==> config.mk <==
export PLATFORM = sky130hd
export DESIGN_NAME = npc_idu
export DESIGN_NICKNAME = d
export VERILOG_FILES = /design/src/logic/npc_pkg.sv /design/src/logic/npc_idu.sv
export SDC_FILE = /design/constraint.sdc
export NUM_CORES = 1
export LEC_CHECK = 0
export ABC_AREA = 0
export BUFFER_PORTS_ARGS = -buffer_cell sky130_fd_sc_hd__buf_2
export CAP_MARGIN = 20
export CORE_MARGIN = 4
export CORE_UTILIZATION = 40
export DETAILED_ROUTE_END_ITERATION = 7
export GPL_TIMING_DRIVEN = 0
export PLACE_DENSITY = 0.95
export SETUP_SLACK_MARGIN = 0.05
export SLEW_MARGIN = 15
export SYNTH_ARGS = -nofsm -noshare
export SYNTH_HDL_FRONTEND = slang
export SYNTH_SLANG_ARGS = --single-unit
==> constraint.sdc <==
create_clock -name vclk -period 2.12
set_input_delay 0.106 -clock vclk [all_inputs]
set_output_delay 0.106 -clock vclk [all_outputs]
set_load 0.02 [all_outputs]
==> src/logic/npc_pkg.sv <==
// Fixed RV64I widths and codes; br_kind_e needs 4 bits to hold its nine kinds
`default_nettype none

package npc_pkg;

  localparam int XLEN       = 64;
  localparam int ILEN       = 32;
  localparam int DMEM_DEPTH = 32;                      // Doublewords

  localparam logic [XLEN-1:0] RESET_PC = 64'h8000_0000;

  localparam logic [6:0] OPC_LUI    = 7'b0110111;
  localparam logic [6:0] OPC_AUIPC  = 7'b0010111;
  localparam logic [6:0] OPC_JAL    = 7'b1101111;
  localparam logic [6:0] OPC_JALR   = 7'b1100111;
  localparam logic [6:0] OPC_BRANCH = 7'b1100011;
  localparam logic [6:0] OPC_LOAD   = 7'b0000011;
  localparam logic [6:0] OPC_STORE  = 7'b0100011;
  localparam logic [6:0] OPC_OP_IMM = 7'b0010011;
  localparam logic [6:0] OPC_OP     = 7'b0110011;

  typedef enum logic [2:0] {
    ALU_ADD, ALU_SUB, ALU_SLT, ALU_SLTU,
    ALU_AND, ALU_OR, ALU_XOR, ALU_PASS_B
  } alu_op_e;

  // Conditional kinds compare rs1 against rs2
  typedef enum logic [3:0] {
    BR_NONE, BR_JAL, BR_JALR,
    BR_EQ, BR_NE, BR_LT, BR_GE, BR_LTU, BR_GEU
  } br_kind_e;

  typedef enum logic {
    A_RS1, A_PC
  } a_sel_e;

  typedef enum logic [1:0] {
    B_RS2, B_IMM, B_FOUR
  } b_sel_e;

endpackage

`default_nettype wire

==> src/logic/npc_idu.sv <==
// Decodes the listed RV64I subset only; anything else is illegal and acts as a plain PC+4
`timescale 1ns/100ps
`default_nettype none

module npc_idu (
  input  wire logic [npc_pkg::ILEN-1:0] i_inst,
  output logic [npc_pkg::XLEN-1:0]      o_imm,
  output logic [4:0]                    o_rs1,
  output logic [4:0]                    o_rs2,
  output logic [4:0]                    o_rd,
  output npc_pkg::a_sel_e               o_a_sel,
  output npc_pkg::b_sel_e               o_b_sel,
  output npc_pkg::alu_op_e              o_alu_op,
  output npc_pkg::br_kind_e             o_br_kind,
  output logic                          o_reg_wen,
  output logic                          o_mem_wen,
  output logic                          o_mem_to_reg,
  output logic                          o_illegal
);

  localparam int XW = npc_pkg::XLEN;

  logic [6:0]    opcode;
  logic [2:0]    funct3;
  logic [6:0]    funct7;
  logic [XW-1:0] imm_i, imm_s, imm_b, imm_u, imm_j;

  assign opcode = i_inst[6:0];
  assign funct3 = i_inst[14:12];
  assign funct7 = i_inst[31:25];

  assign o_rs1 = i_inst[19:15];
  assign o_rs2 = i_inst[24:20];
  assign o_rd  = i_inst[11:7];

  assign imm_i = {{(XW-12){i_inst[31]}}, i_inst[31:20]};
  assign imm_s = {{(XW-12){i_inst[31]}}, i_inst[31:25], i_inst[11:7]};
  assign imm_b = {{(XW-13){i_inst[31]}}, i_inst[31], i_inst[7], i_inst[30:25],
                  i_inst[11:8], 1'b0};
  assign imm_u = {{(XW-32){i_inst[31]}}, i_inst[31:12], 12'b0};
  assign imm_j = {{(XW-21){i_inst[31]}}, i_inst[31], i_inst[19:12], i_inst[20],
                  i_inst[30:21], 1'b0};

  always_comb begin
    o_imm        = imm_i;
    o_a_sel      = npc_pkg::A_RS1;
    o_b_sel      = npc_pkg::B_IMM;
    o_alu_op     = npc_pkg::ALU_ADD;
    o_br_kind    = npc_pkg::BR_NONE;
    o_reg_wen    = 1'b0;
    o_mem_wen    = 1'b0;
    o_mem_to_reg = 1'b0;
    o_illegal    = 1'b0;
    case (opcode)
      npc_pkg::OPC_LUI: begin
        o_imm     = imm_u;
        o_alu_op  = npc_pkg::ALU_PASS_B;
        o_reg_wen = 1'b1;
      end
      npc_pkg::OPC_AUIPC: begin
        o_imm     = imm_u;
        o_a_sel   = npc_pkg::A_PC;
        o_reg_wen = 1'b1;
      end
      npc_pkg::OPC_JAL: begin
        o_imm     = imm_j;
        o_a_sel   = npc_pkg::A_PC;                      // Link = PC + 4
        o_b_sel   = npc_pkg::B_FOUR;
        o_br_kind = npc_pkg::BR_JAL;
        o_reg_wen = 1'b1;
      end
      npc_pkg::OPC_JALR: begin
        o_a_sel   = npc_pkg::A_PC;
        o_b_sel   = npc_pkg::B_FOUR;
        o_br_kind = npc_pkg::BR_JALR;
        o_reg_wen = 1'b1;
        o_illegal = (funct3 != 3'b000);
      end
      npc_pkg::OPC_BRANCH: begin
        o_imm    = imm_b;
        o_b_sel  = npc_pkg::B_RS2;
        o_alu_op = npc_pkg::ALU_SUB;
        case (funct3)
          3'b000:  o_br_kind = npc_pkg::BR_EQ;
          3'b001:  o_br_kind = npc_pkg::BR_NE;
          3'b100:  o_br_kind = npc_pkg::BR_LT;
          3'b101:  o_br_kind = npc_pkg::BR_GE;
          3'b110:  o_br_kind = npc_pkg::BR_LTU;
          3'b111:  o_br_kind = npc_pkg::BR_GEU;
          default: o_illegal = 1'b1;
        endcase
      end
      npc_pkg::OPC_LOAD: begin
        o_reg_wen    = 1'b1;
        o_mem_to_reg = 1'b1;
        o_illegal    = (funct3 != 3'b011);               // ld only
      end
      npc_pkg::OPC_STORE: begin
        o_imm     = imm_s;
        o_mem_wen = 1'b1;
        o_illegal = (funct3 != 3'b011);                  // sd only
      end
      npc_pkg::OPC_OP_IMM: begin
        o_reg_wen = 1'b1;
        case (funct3)
          3'b000:  o_alu_op = npc_pkg::ALU_ADD;
          3'b010:  o_alu_op = npc_pkg::ALU_SLT;
          3'b011:  o_alu_op = npc_pkg::ALU_SLTU;
          3'b100:  o_alu_op = npc_pkg::ALU_XOR;
          3'b110:  o_alu_op = npc_pkg::ALU_OR;
          3'b111:  o_alu_op = npc_pkg::ALU_AND;
          default: o_illegal = 1'b1;                     // Shifts not supported
        endcase
      end
      npc_pkg::OPC_OP: begin
        o_b_sel   = npc_pkg::B_RS2;
        o_reg_wen = 1'b1;
        case ({funct7, funct3})
          10'b0000000_000: o_alu_op = npc_pkg::ALU_ADD;
          10'b0100000_000: o_alu_op = npc_pkg::ALU_SUB;
          10'b0000000_010: o_alu_op = npc_pkg::ALU_SLT;
          10'b0000000_011: o_alu_op = npc_pkg::ALU_SLTU;
          10'b0000000_100: o_alu_op = npc_pkg::ALU_XOR;
          10'b0000000_110: o_alu_op = npc_pkg::ALU_OR;
          10'b0000000_111: o_alu_op = npc_pkg::ALU_AND;
          default:         o_illegal = 1'b1;
        endcase
      end
      default: o_illegal = 1'b1;
    endcase
    // An illegal word must leave no architectural trace
    if (o_illegal) begin
      o_reg_wen    = 1'b0;
      o_mem_wen    = 1'b0;
      o_mem_to_reg = 1'b0;
      o_br_kind    = npc_pkg::BR_NONE;
    end
  end

endmodule

`default_nettype wire

# --- Yosys cells after proc, flatten, opt, wreduce, memory -nomap -nowiden ---
# Index checks and enable logic that the tools add are counted.
classes:
  eq_ne: 23
  reduce_logical: 13
  muxes: 19
op_table:
  columns: ["cell", "count"]
  rows:
  - ["$pmux 31 s4", 1]
  - ["$eq 10x3->1 const B", 3]
  - ["$pmux 4 s6", 1]
  - ["$eq 7x6->1 const B", 3]
  - ["$eq 7x7->1 const B", 3]
  - ["$eq 10x2->1 const B", 2]
  - ["$pmux 3 s6", 1]
  - ["$pmux 3 s5", 1]
  - ["$eq 7x5->1 const B", 2]
  - ["$reduce_or 7->1", 2]
  - ["$eq 3x3->1 const B", 4]
  - ["$pmux 3 s4", 1]
  - ["$pmux 4 s3", 1]
  - ["$reduce_or 6->1", 2]
  - ["$eq 10x9->1 const B", 1]
  - ["$logic_not 10->1", 1]
  - ["$mux 1", 10]
  - ["$reduce_or 2->1", 4]
  - ["$eq 7x2->1 const B", 1]
  - ["$eq 3x2->1 const B", 2]
  - ["$pmux 1 s6", 1]
  - ["$reduce_or 3->1", 2]
  - ["$mux 4", 1]
  - ["$pmux 2 s2", 1]
  - ["4 further kinds", 4]
totals:
  word_cells: 55
  input_bits: 32
  out_inout_bits: 93
  regBits: 0

# --- Depth between registers and ports, before layout ---
# Gate-level depths: netlist of the first run.
depth:
  depth_word: 5
  ltp_mapped: 6
  mapped_depth_nobuf: 4

# --- Worst setup path after synthesis of the first run ---
# OpenSTA, ideal clock, no wires.
synth_timing:
  path_type: "input port to output port"
  from: "input port i_inst[28] (netlist bit)"
  to: "output port o_alu_op[0]"
  arrival_time_ns: 1.359
  setup_slack_ns: 0.655
  t_required_ns: 2.014
  n_path_buf: 0
  path_stages: 4
  path_cell_list: "or4_1 -> nor3_2 -> nand3_1 -> a41oi_1"
synth_via:
  elab_chain_len: 3
  word_cells_on_any_way: 8
  classes_between: "eq/ne (6); mux (2)"
synth_rtl:
  columns: ["item", "line_no", "source"]
  rows:
  - ["start, declared", "npc_idu.sv:6", "input wire logic [npc_pkg::ILEN-1:0] i_inst,"]
  - ["$eq 10x3->1 (tied with other cells)", "npc_idu.sv:118", "case ({funct7, funct3})"]
  - ["$pmux 3 s6 (*)", "npc_idu.sv:118", null]
  - ["$pmux 3 s4 (*)", "npc_idu.sv:54", "case (opcode)"]
  - ["end, declared", "npc_idu.sv:13", "output npc_pkg::alu_op_e o_alu_op,"]
# Every way passes the cells marked *; elsewhere a longest branch is shown, timed or not.

# --- Final worst setup path of the first run ---
# Same ends and word-level chain as after synthesis.

==> flow_summary_export.csv, run 1 <==
group,metric,value,unit
outcome,status,"finished clean",
synth,ys_top_cells_by_area,"buf_4, a21o_1, and2_1, a22o_1, buf_2",
power_and_ir_drop,peakVddDrop,0.000191,V
layout,final_nets,320,
timing,hold_ws,0.536,ns
synth,synthDistinctLibCells,46,
layout,areaGrowthSynthToFinish,56.8,%
drt,dr.pass1.iters,5,
synth,synth.most_common_cell,"buf_4",
layout,finalNonFillerCells,317,
die,fp.dieH,61.9,µm
power_and_ir_drop,p_leak,1.13,nW
grt,antenna_found_initial,0,
synth,yosys_warnings,0,
critical_path,endpoint_kind,"output pin",
placed_design,routabilityCongestion,0.831,
die,num_io_pins,125,
grt,grt_pass1_vias,1285,
timing,hold_viol,0,
grt,grt.overflow.total,0,
clocking,cts_resized,0,
grt,grt_max_degree,37,
synth,synth_top_area_share,0.310,
layout,clkbuf_count,0,
synth,syn_avg_cell_area,7.17,µm²
grt,track_usage,0.186,
grt,grt_first_pass_wirelength,5730,µm
timing,tns,0,ns
timing,max-slew-margin-rel,0.636,
layout,num-fill-cells,260,
layout,drive_above_1_share,0.668,
die,fp.dieW,61.9,µm
clocking,holdBufCountCts,0,
die,start_util,0.421,
timing,setup_viol,0,
drt,remaining_drc_errors,0,
critical_path,startpoint_type,"input pin",
critical_path,required,2.01,ns
layout,insertedDiodeCount,0,
critical_path,cp.arrival,1.58,ns
timing,drv_slew,0,
drt,routed_wl,4050,µm
timing,finalCritPeriodShare,0.794,
drt,vias,1559,
synth,ys_seq_area_frac,0,
synth,syn_nets,194,
flow_run,max_cap_violations,0,
die,row_count,19,
layout,regArea,0,µm²
power_and_ir_drop,powerDensity,232,mW/mm²
synth,synth_area,0.00116,mm²
die,core_area,0.00276,mm²
timing,rsz0062_at_grt,"no",
synth,ys_top_cells_by_count,"buf_4, a21o_1, and2_1",
drt,post_drt_wl_per_cell,12.8,µm
clocking,post_cts_buffers,0,
critical_path,critical_path_class,"input pin to output pin",
critical_path,critical_path.max_fanout,3,
timing,tightest_slew,0.546,ns
drt,drtIter0Drc,32,
synth,synthCells,162,
layout,flops_and_latches,0,
timing,period_minus_slack,1.68,ns
placed_design,dp.cells,317,
drt,drtAntennaViolNets,0,
synth,yosysTopAreaCell,"buf_4",
placed_design,hpwl,3430,µm
min_path,min_path_type,"input pin to output pin",
die,die-area,0.00383,mm²
drt,viasPerCell,4.92,
timing,fmax,594,MHz
placed_design,port-buffer-count,124,
final timing paths:
check,slack [ns],from,cells past startpoint,to
setup / recovery,0.44,i_inst[28],6,o_alu_op[0]
hold / removal,0.54,i_inst[18],3,o_rs1[3]
where the power goes:
part / switching [mW] / internal [mW] / total (mW)
registers: 0 / 0 / 0
clock network: 0 / 0 / 0
logic: 0.241 / 0.180 / 0.422
cell families (layout without fill, tap and decap cells):
logic type	Yosys count	count (layout)	share of synthesized area
xor gates and xnor gates	2	2	0.0151
buffers and inverters	61	185	0.360
AOI/OAI and AO/OA	47	47	0.315
and+or+nand+nor	52	52	0.310
metrics by stage:
step	setup slack, ns	instance area (µm²)	total power, mW	util
2_1_floorplan	0.655	1160	0.277	-
3_3_place_gp	0.493	1820	0.416	0.660
3_5_place_dp	0.441	1820	0.424	0.660
4_1_cts	0.436	1820	0.425	0.660
5_1_grt	0.349	1820	0.457	0.660
6_report	0.437	1820	0.422	0.660
final cells by class:
| class | count | area [µm²] | share of cell area |
|---|---|---|---|
| plain buffers | 57 | 403 | 0.221 |
| inverters | 4 | 15.0 | 0.00825 |
| well taps | 31 | 38.8 | 0.0213 |
| repair buffers | 124 | 621 | 0.341 |
| multi-input cells | 101 | 743 | 0.408 |
worst max-delay path: stages:
cell,delay [ns]
buf_2,0.11
or4_1,0.57
nor3_2,0.22
nand3_1,0.11
a41oi_1,0.26
buf_2,0.21
per-layer routing:
metal | up-vias | routed length [µm] | track usage
met3 | 2 | 544 | 0.0248
met2 | 92 | 2000 | 0.347
li1 | 783 | - | -
met4 | 0 | 4 | 0.0152
met5 | - | 0 | 0
met1 | 682 | 1500 | 0.236
layout by cell type (no fill, tap or decap), drive strengths merged, types with 2 or more instances in the layout:
master	count
a21o	20
a21oi	3
a22o	5
a22oi	2
a31oi	3
and2	8
buf	179
clkbuf	2
inv	4
nand2	7
nand2b	4
nand3	3
nand3b	2
nor2	8
nor2b	2
nor3	6
nor4	2
o21ai	2
or3	2
xor2	2
(Power assumes the default switching activity.)
==> run 2: changes to the inputs <==
Settings changed: CORE_UTILIZATION 40 to 37, PLACE_DENSITY 0.95 to 0.93.
Clock period 2.12 ns to 1.7 ns, I/O delays scaled along.
==> flow_summary_export.csv, run 2 (synthesis results as in run 1) <==
group,metric,value,unit
drt,vias,1577,
layout,areaGrowthSynthToFinish,65.9,%
critical_path,cpMaxStageDelayCell,"nor3_2",
die,num_io_pins,125,
timing,setup_viol,0,
layout,regArea,0,µm²
grt,grt_first_pass_wirelength,6220,µm
critical_path,crit_path_cell_trace,"buf_2, nand3_1, nor3_2, or2_1, buf_2, a21o_1, buf_2",
grt,antenna_found_initial,0,
die,core_area,0.00303,mm²
grt,grt_pass1_vias,1414,
placed_design,hpwl,3400,µm
critical_path,cp.arrival,1.48,ns
drt,remaining_drc_errors,0,
layout,fin_util,0.636,
layout,fin_area,0.00193,mm²
power_and_ir_drop,peakVddDrop,0.000111,V
min_path,min_path_type,"input pin to output pin",
grt,grt.overflow.total,0,
layout,finalNonFillerCells,337,
timing,period_minus_slack,1.56,ns
power_and_ir_drop,p_leak,1.18,nW
timing,hold_viol,0,
layout,insertedDiodeCount,0,
placed_design,dpl-instance-area,0.00184,mm²
placed_design,port-buffer-count,124,
die,die-area,0.00410,mm²
timing,tightest_slew,0.478,ns
drt,drtIter0Drc,40,
die,row_count,20,
layout,final_cell_mix,"buf_2, buf_4, a21o_1, and2_1",
critical_path,required,1.62,ns
die,fp.dieH,64.0,µm
timing,fin_ws,0.139,ns
drt,routed_wl,4110,µm
power_and_ir_drop,power,0.534,mW
timing,tns,0,ns
timing,finalCritPeriodShare,0.918,
timing,hold_ws,0.491,ns
clocking,holdBufCountCts,0,
die,fp.dieW,64.0,µm
critical_path,endpoint_kind,"output pin",
outcome,status,"finished clean",
critical_path,critical_path.max_fanout,9,
timing,fmax,640,MHz
layout,drive_above_1_share,0.689,
die,start_util,0.383,
critical_path,crit_top_cell,"buf_2",
layout,num-fill-cells,294,
drt,viasPerCell,4.68,
layout,flops_and_latches,0,
power_and_ir_drop,powerDensity,277,mW/mm²
layout,final_common_cell,"buf_2",
placed_design,routabilityCongestion,0.799,
layout,clkbuf_count,0,
critical_path,critical_path.max_stage_delay,0.43,ns
drt,post_drt_wl_per_cell,12.2,µm
grt,grt_max_degree,37,
timing,max-slew-margin-rel,0.680,
placed_design,dp.cells,330,
grt,track_usage,0.178,
placed_design,preCtsSetupSlack,0.0700,ns
flow_run,max_cap_violations,0,
critical_path,critical_path_class,"input pin to output pin",
timing,rsz0062_at_grt,"yes",
layout,final_nets,327,
drt,dr.pass1.iters,4,
drt,drtAntennaViolNets,0,
critical_path,startpoint_type,"input pin",
timing,drv_slew,0,
run 2: cell type report:
class              count  area, µm²  area share
inverters              4       15.0     0.00779
well taps             44       55.1      0.0286
plain buffers         57        403       0.209
repair buffers       131        681       0.353
multi-input cells    101        773       0.401
run 2: repair_timing:
action                     in CTS  in global routing
setup endpoints to repair       0                 21
setup buffers                   0                  7
gates resized for setup         0                  8
run 2: final timing paths:
path | startpoint | endpoint | slack [ns] | cells after the start
max | i_inst[1] | o_imm[19] | 0.14 | 7
min | i_inst[10] | o_rd[3] | 0.49 | 3
run 2: power breakdown:
| part | leakage, nW | switching, mW | internal (mW) |
|---|---|---|---|
| Combinational | 1.18 | 0.305 | 0.229 |
| Sequential | 0 | 0 | 0 |
| Clock | 0 | 0 | 0 |
run 2: worst max-delay path: cells and delay by family:
kind / cells / cell delay (ns)
AO/OA/AOI/OAI: 1 / 0.13
buffers and inverters: 3 / 0.46
AND/OR/NAND/NOR: 3 / 0.80
run 2: per-layer routing:
layer | global-route usage | up-vias | wire [µm]
li1 | - | 796 | -
met1 | 0.201 | 695 | 1630
met2 | 0.348 | 84 | 2050
met3 | 0.0351 | 2 | 419
met4 | 0.0135 | 0 | 19
met5 | 0 | - | 0
==> run 3: changes to the inputs <==
Settings changed: CELL_PAD_IN_SITES_DETAIL_PLACEMENT set to 1, CELL_PAD_IN_SITES_GLOBAL_PLACEMENT set to 1, CORE_UTILIZATION 37 to 23, PLACE_DENSITY 0.93 to 0.94.
==> flow_summary_export.csv, run 3 (synthesis results as in run 1) <==
group,metric,value,unit
layout,num-fill-cells,689,
drt,vias,1598,
drt,post_drt_wl_per_cell,13.7,µm
timing,finalCritPeriodShare,0.957,
placed_design,routabilityCongestion,0.794,
timing,fin_ws,0.0730,ns
timing,max-slew-margin-rel,0.672,
power_and_ir_drop,clockPowerShare,0,
critical_path,cp.arrival,1.54,ns
grt,antenna_found_initial,0,
power_and_ir_drop,powerDensity,278,mW/mm²
die,die-area,0.00625,mm²
power_and_ir_drop,p_seq_frac,0,
layout,regArea,0,µm²
power_and_ir_drop,p_int,0.228,mW
layout,multi_input_area,757,µm²
min_path,min_path_type,"input pin to output pin",
grt,grt_first_pass_wirelength,7800,µm
grt,grt_pass1_vias,1648,
layout,finalNonFillerCells,360,
die,core_area,0.00482,mm²
layout,fin_area,0.00193,mm²
placed_design,preCtsSetupSlack,-0.0211,ns
power_and_ir_drop,peakVddDrop,0.0000816,V
critical_path,critical_path_class,"input pin to output pin",
outcome,status,"finished clean",
drt,dr.pass1.iters,4,
timing,rsz0062_at_grt,"yes",
flow_run,max_cap_violations,0,
die,num_io_pins,125,
drt,remaining_drc_errors,0,
timing,setup_viol,0,
timing,tightest_slew,0.490,ns
placed_design,port-buffer-count,124,
layout,clkbuf_count,0,
layout,final_common_cell,"buf_2",
layout,flops_and_latches,0,
placed_design,dpl-instance-area,0.00187,mm²
die,fp.dieW,79.1,µm
layout,areaGrowthSynthToFinish,66.6,%
timing,hold_viol,0,
layout,final_nets,327,
power_and_ir_drop,swShare,0.577,
critical_path,startpoint_type,"input pin",
layout,drive_above_1_share,0.679,
layout,final_cell_mix,"buf_2, buf_4, a21o_1, and2_1",
die,fp.dieH,79.1,µm
grt,grt.overflow.total,0,
drt,viasPerCell,4.44,
timing,fmax,615,MHz
critical_path,required,1.62,ns
grt,grt_max_degree,37,
drt,drtAntennaViolNets,0,
power_and_ir_drop,comb_power_share,1.000,
die,start_util,0.241,
placed_design,dp.cells,353,
drt,routed_wl,4930,µm
placed_design,hpwl,4220,µm
timing,period_minus_slack,1.63,ns
power_and_ir_drop,power_switching,0.311,mW
die,row_count,25,
drt,drtIter0Drc,20,
grt,track_usage,0.147,
critical_path,critical_path.max_fanout,7,
timing,drv_slew,0,
power_and_ir_drop,p_leak,1.17,nW
critical_path,endpoint_kind,"output pin",
layout,insertedDiodeCount,0,
[run 3: cell count changes in the layout (fill, tap and decap cells not counted), sizes merged]
cell,previous run,this run
buf,185,186
clkbuf,3,2
[run 3: per-layer routing]
| layer | vias up | share of wire | track usage |
|---|---|---|---|
| li1 | 795 | - | - |
| met1 | 729 | 0.40 | 0.175 |
| met2 | 74 | 0.52 | 0.288 |
| met3 | 0 | 0.082 | 0.0261 |
| met4 | 0 | 0 | 0 |
| met5 | - | 0 | 0 |
[run 3: final cells by class]
class | instances | area share
buffer | 57 | 0.208
multi-input combinational | 101 | 0.391
inverter | 4 | 0.00776
tap | 67 | 0.0433
timing repair buffer | 131 | 0.349
[run 3: critical path, stage by stage]
cell       delay, ns
buf_2           0.14
nand4bb_2       0.38
nor3_1          0.46
a22oi_1         0.16
o31ai_2         0.10
buf_2           0.20
[run 3: power by group through the flow]
stage / clock (mW) / combinational, mW / sequential [mW]
3_3_place_gp: 0 / 0.527 / 0
6_report: 0 / 0.538 / 0
3_5_place_dp: 0 / 0.540 / 0
4_1_cts: 0 / 0.543 / 0
5_1_grt: 0 / 0.584 / 0
2_1_floorplan: 0 / 0.345 / 0
[run 3: worst paths after layout]
kind	from	endpoint	slack [ns]	cells after the start
min	i_inst[8]	o_rd[1]	0.50	3
max	i_inst[3]	o_imm[11]	0.07	6
[run 3: metrics by stage]
| step | power [mW] | utilization | hold slack (ns) | setup TNS (ns) |
|---|---|---|---|---|
| floorplan | 0.345 | - | 0.260 | 0 |
| global placement | 0.527 | 0.387 | 0.489 | 0 |
| detailed placement | 0.540 | 0.387 | 0.497 | -0.0315 |
| CTS | 0.543 | 0.399 | 0.497 | 0 |
| global route | 0.584 | 0.402 | 0.509 | 0 |
| finish | 0.538 | 0.402 | 0.495 | 0 |
[run 3: repair_timing]
item | CTS | global route
hold buffers | 0 | 0
gates resized for setup | 1 | 2
buffers inserted | 7 | 0
endpoints found under the setup margin | 10 | 12
pin swaps | 2 | 0
gates cloned | 0 | 0
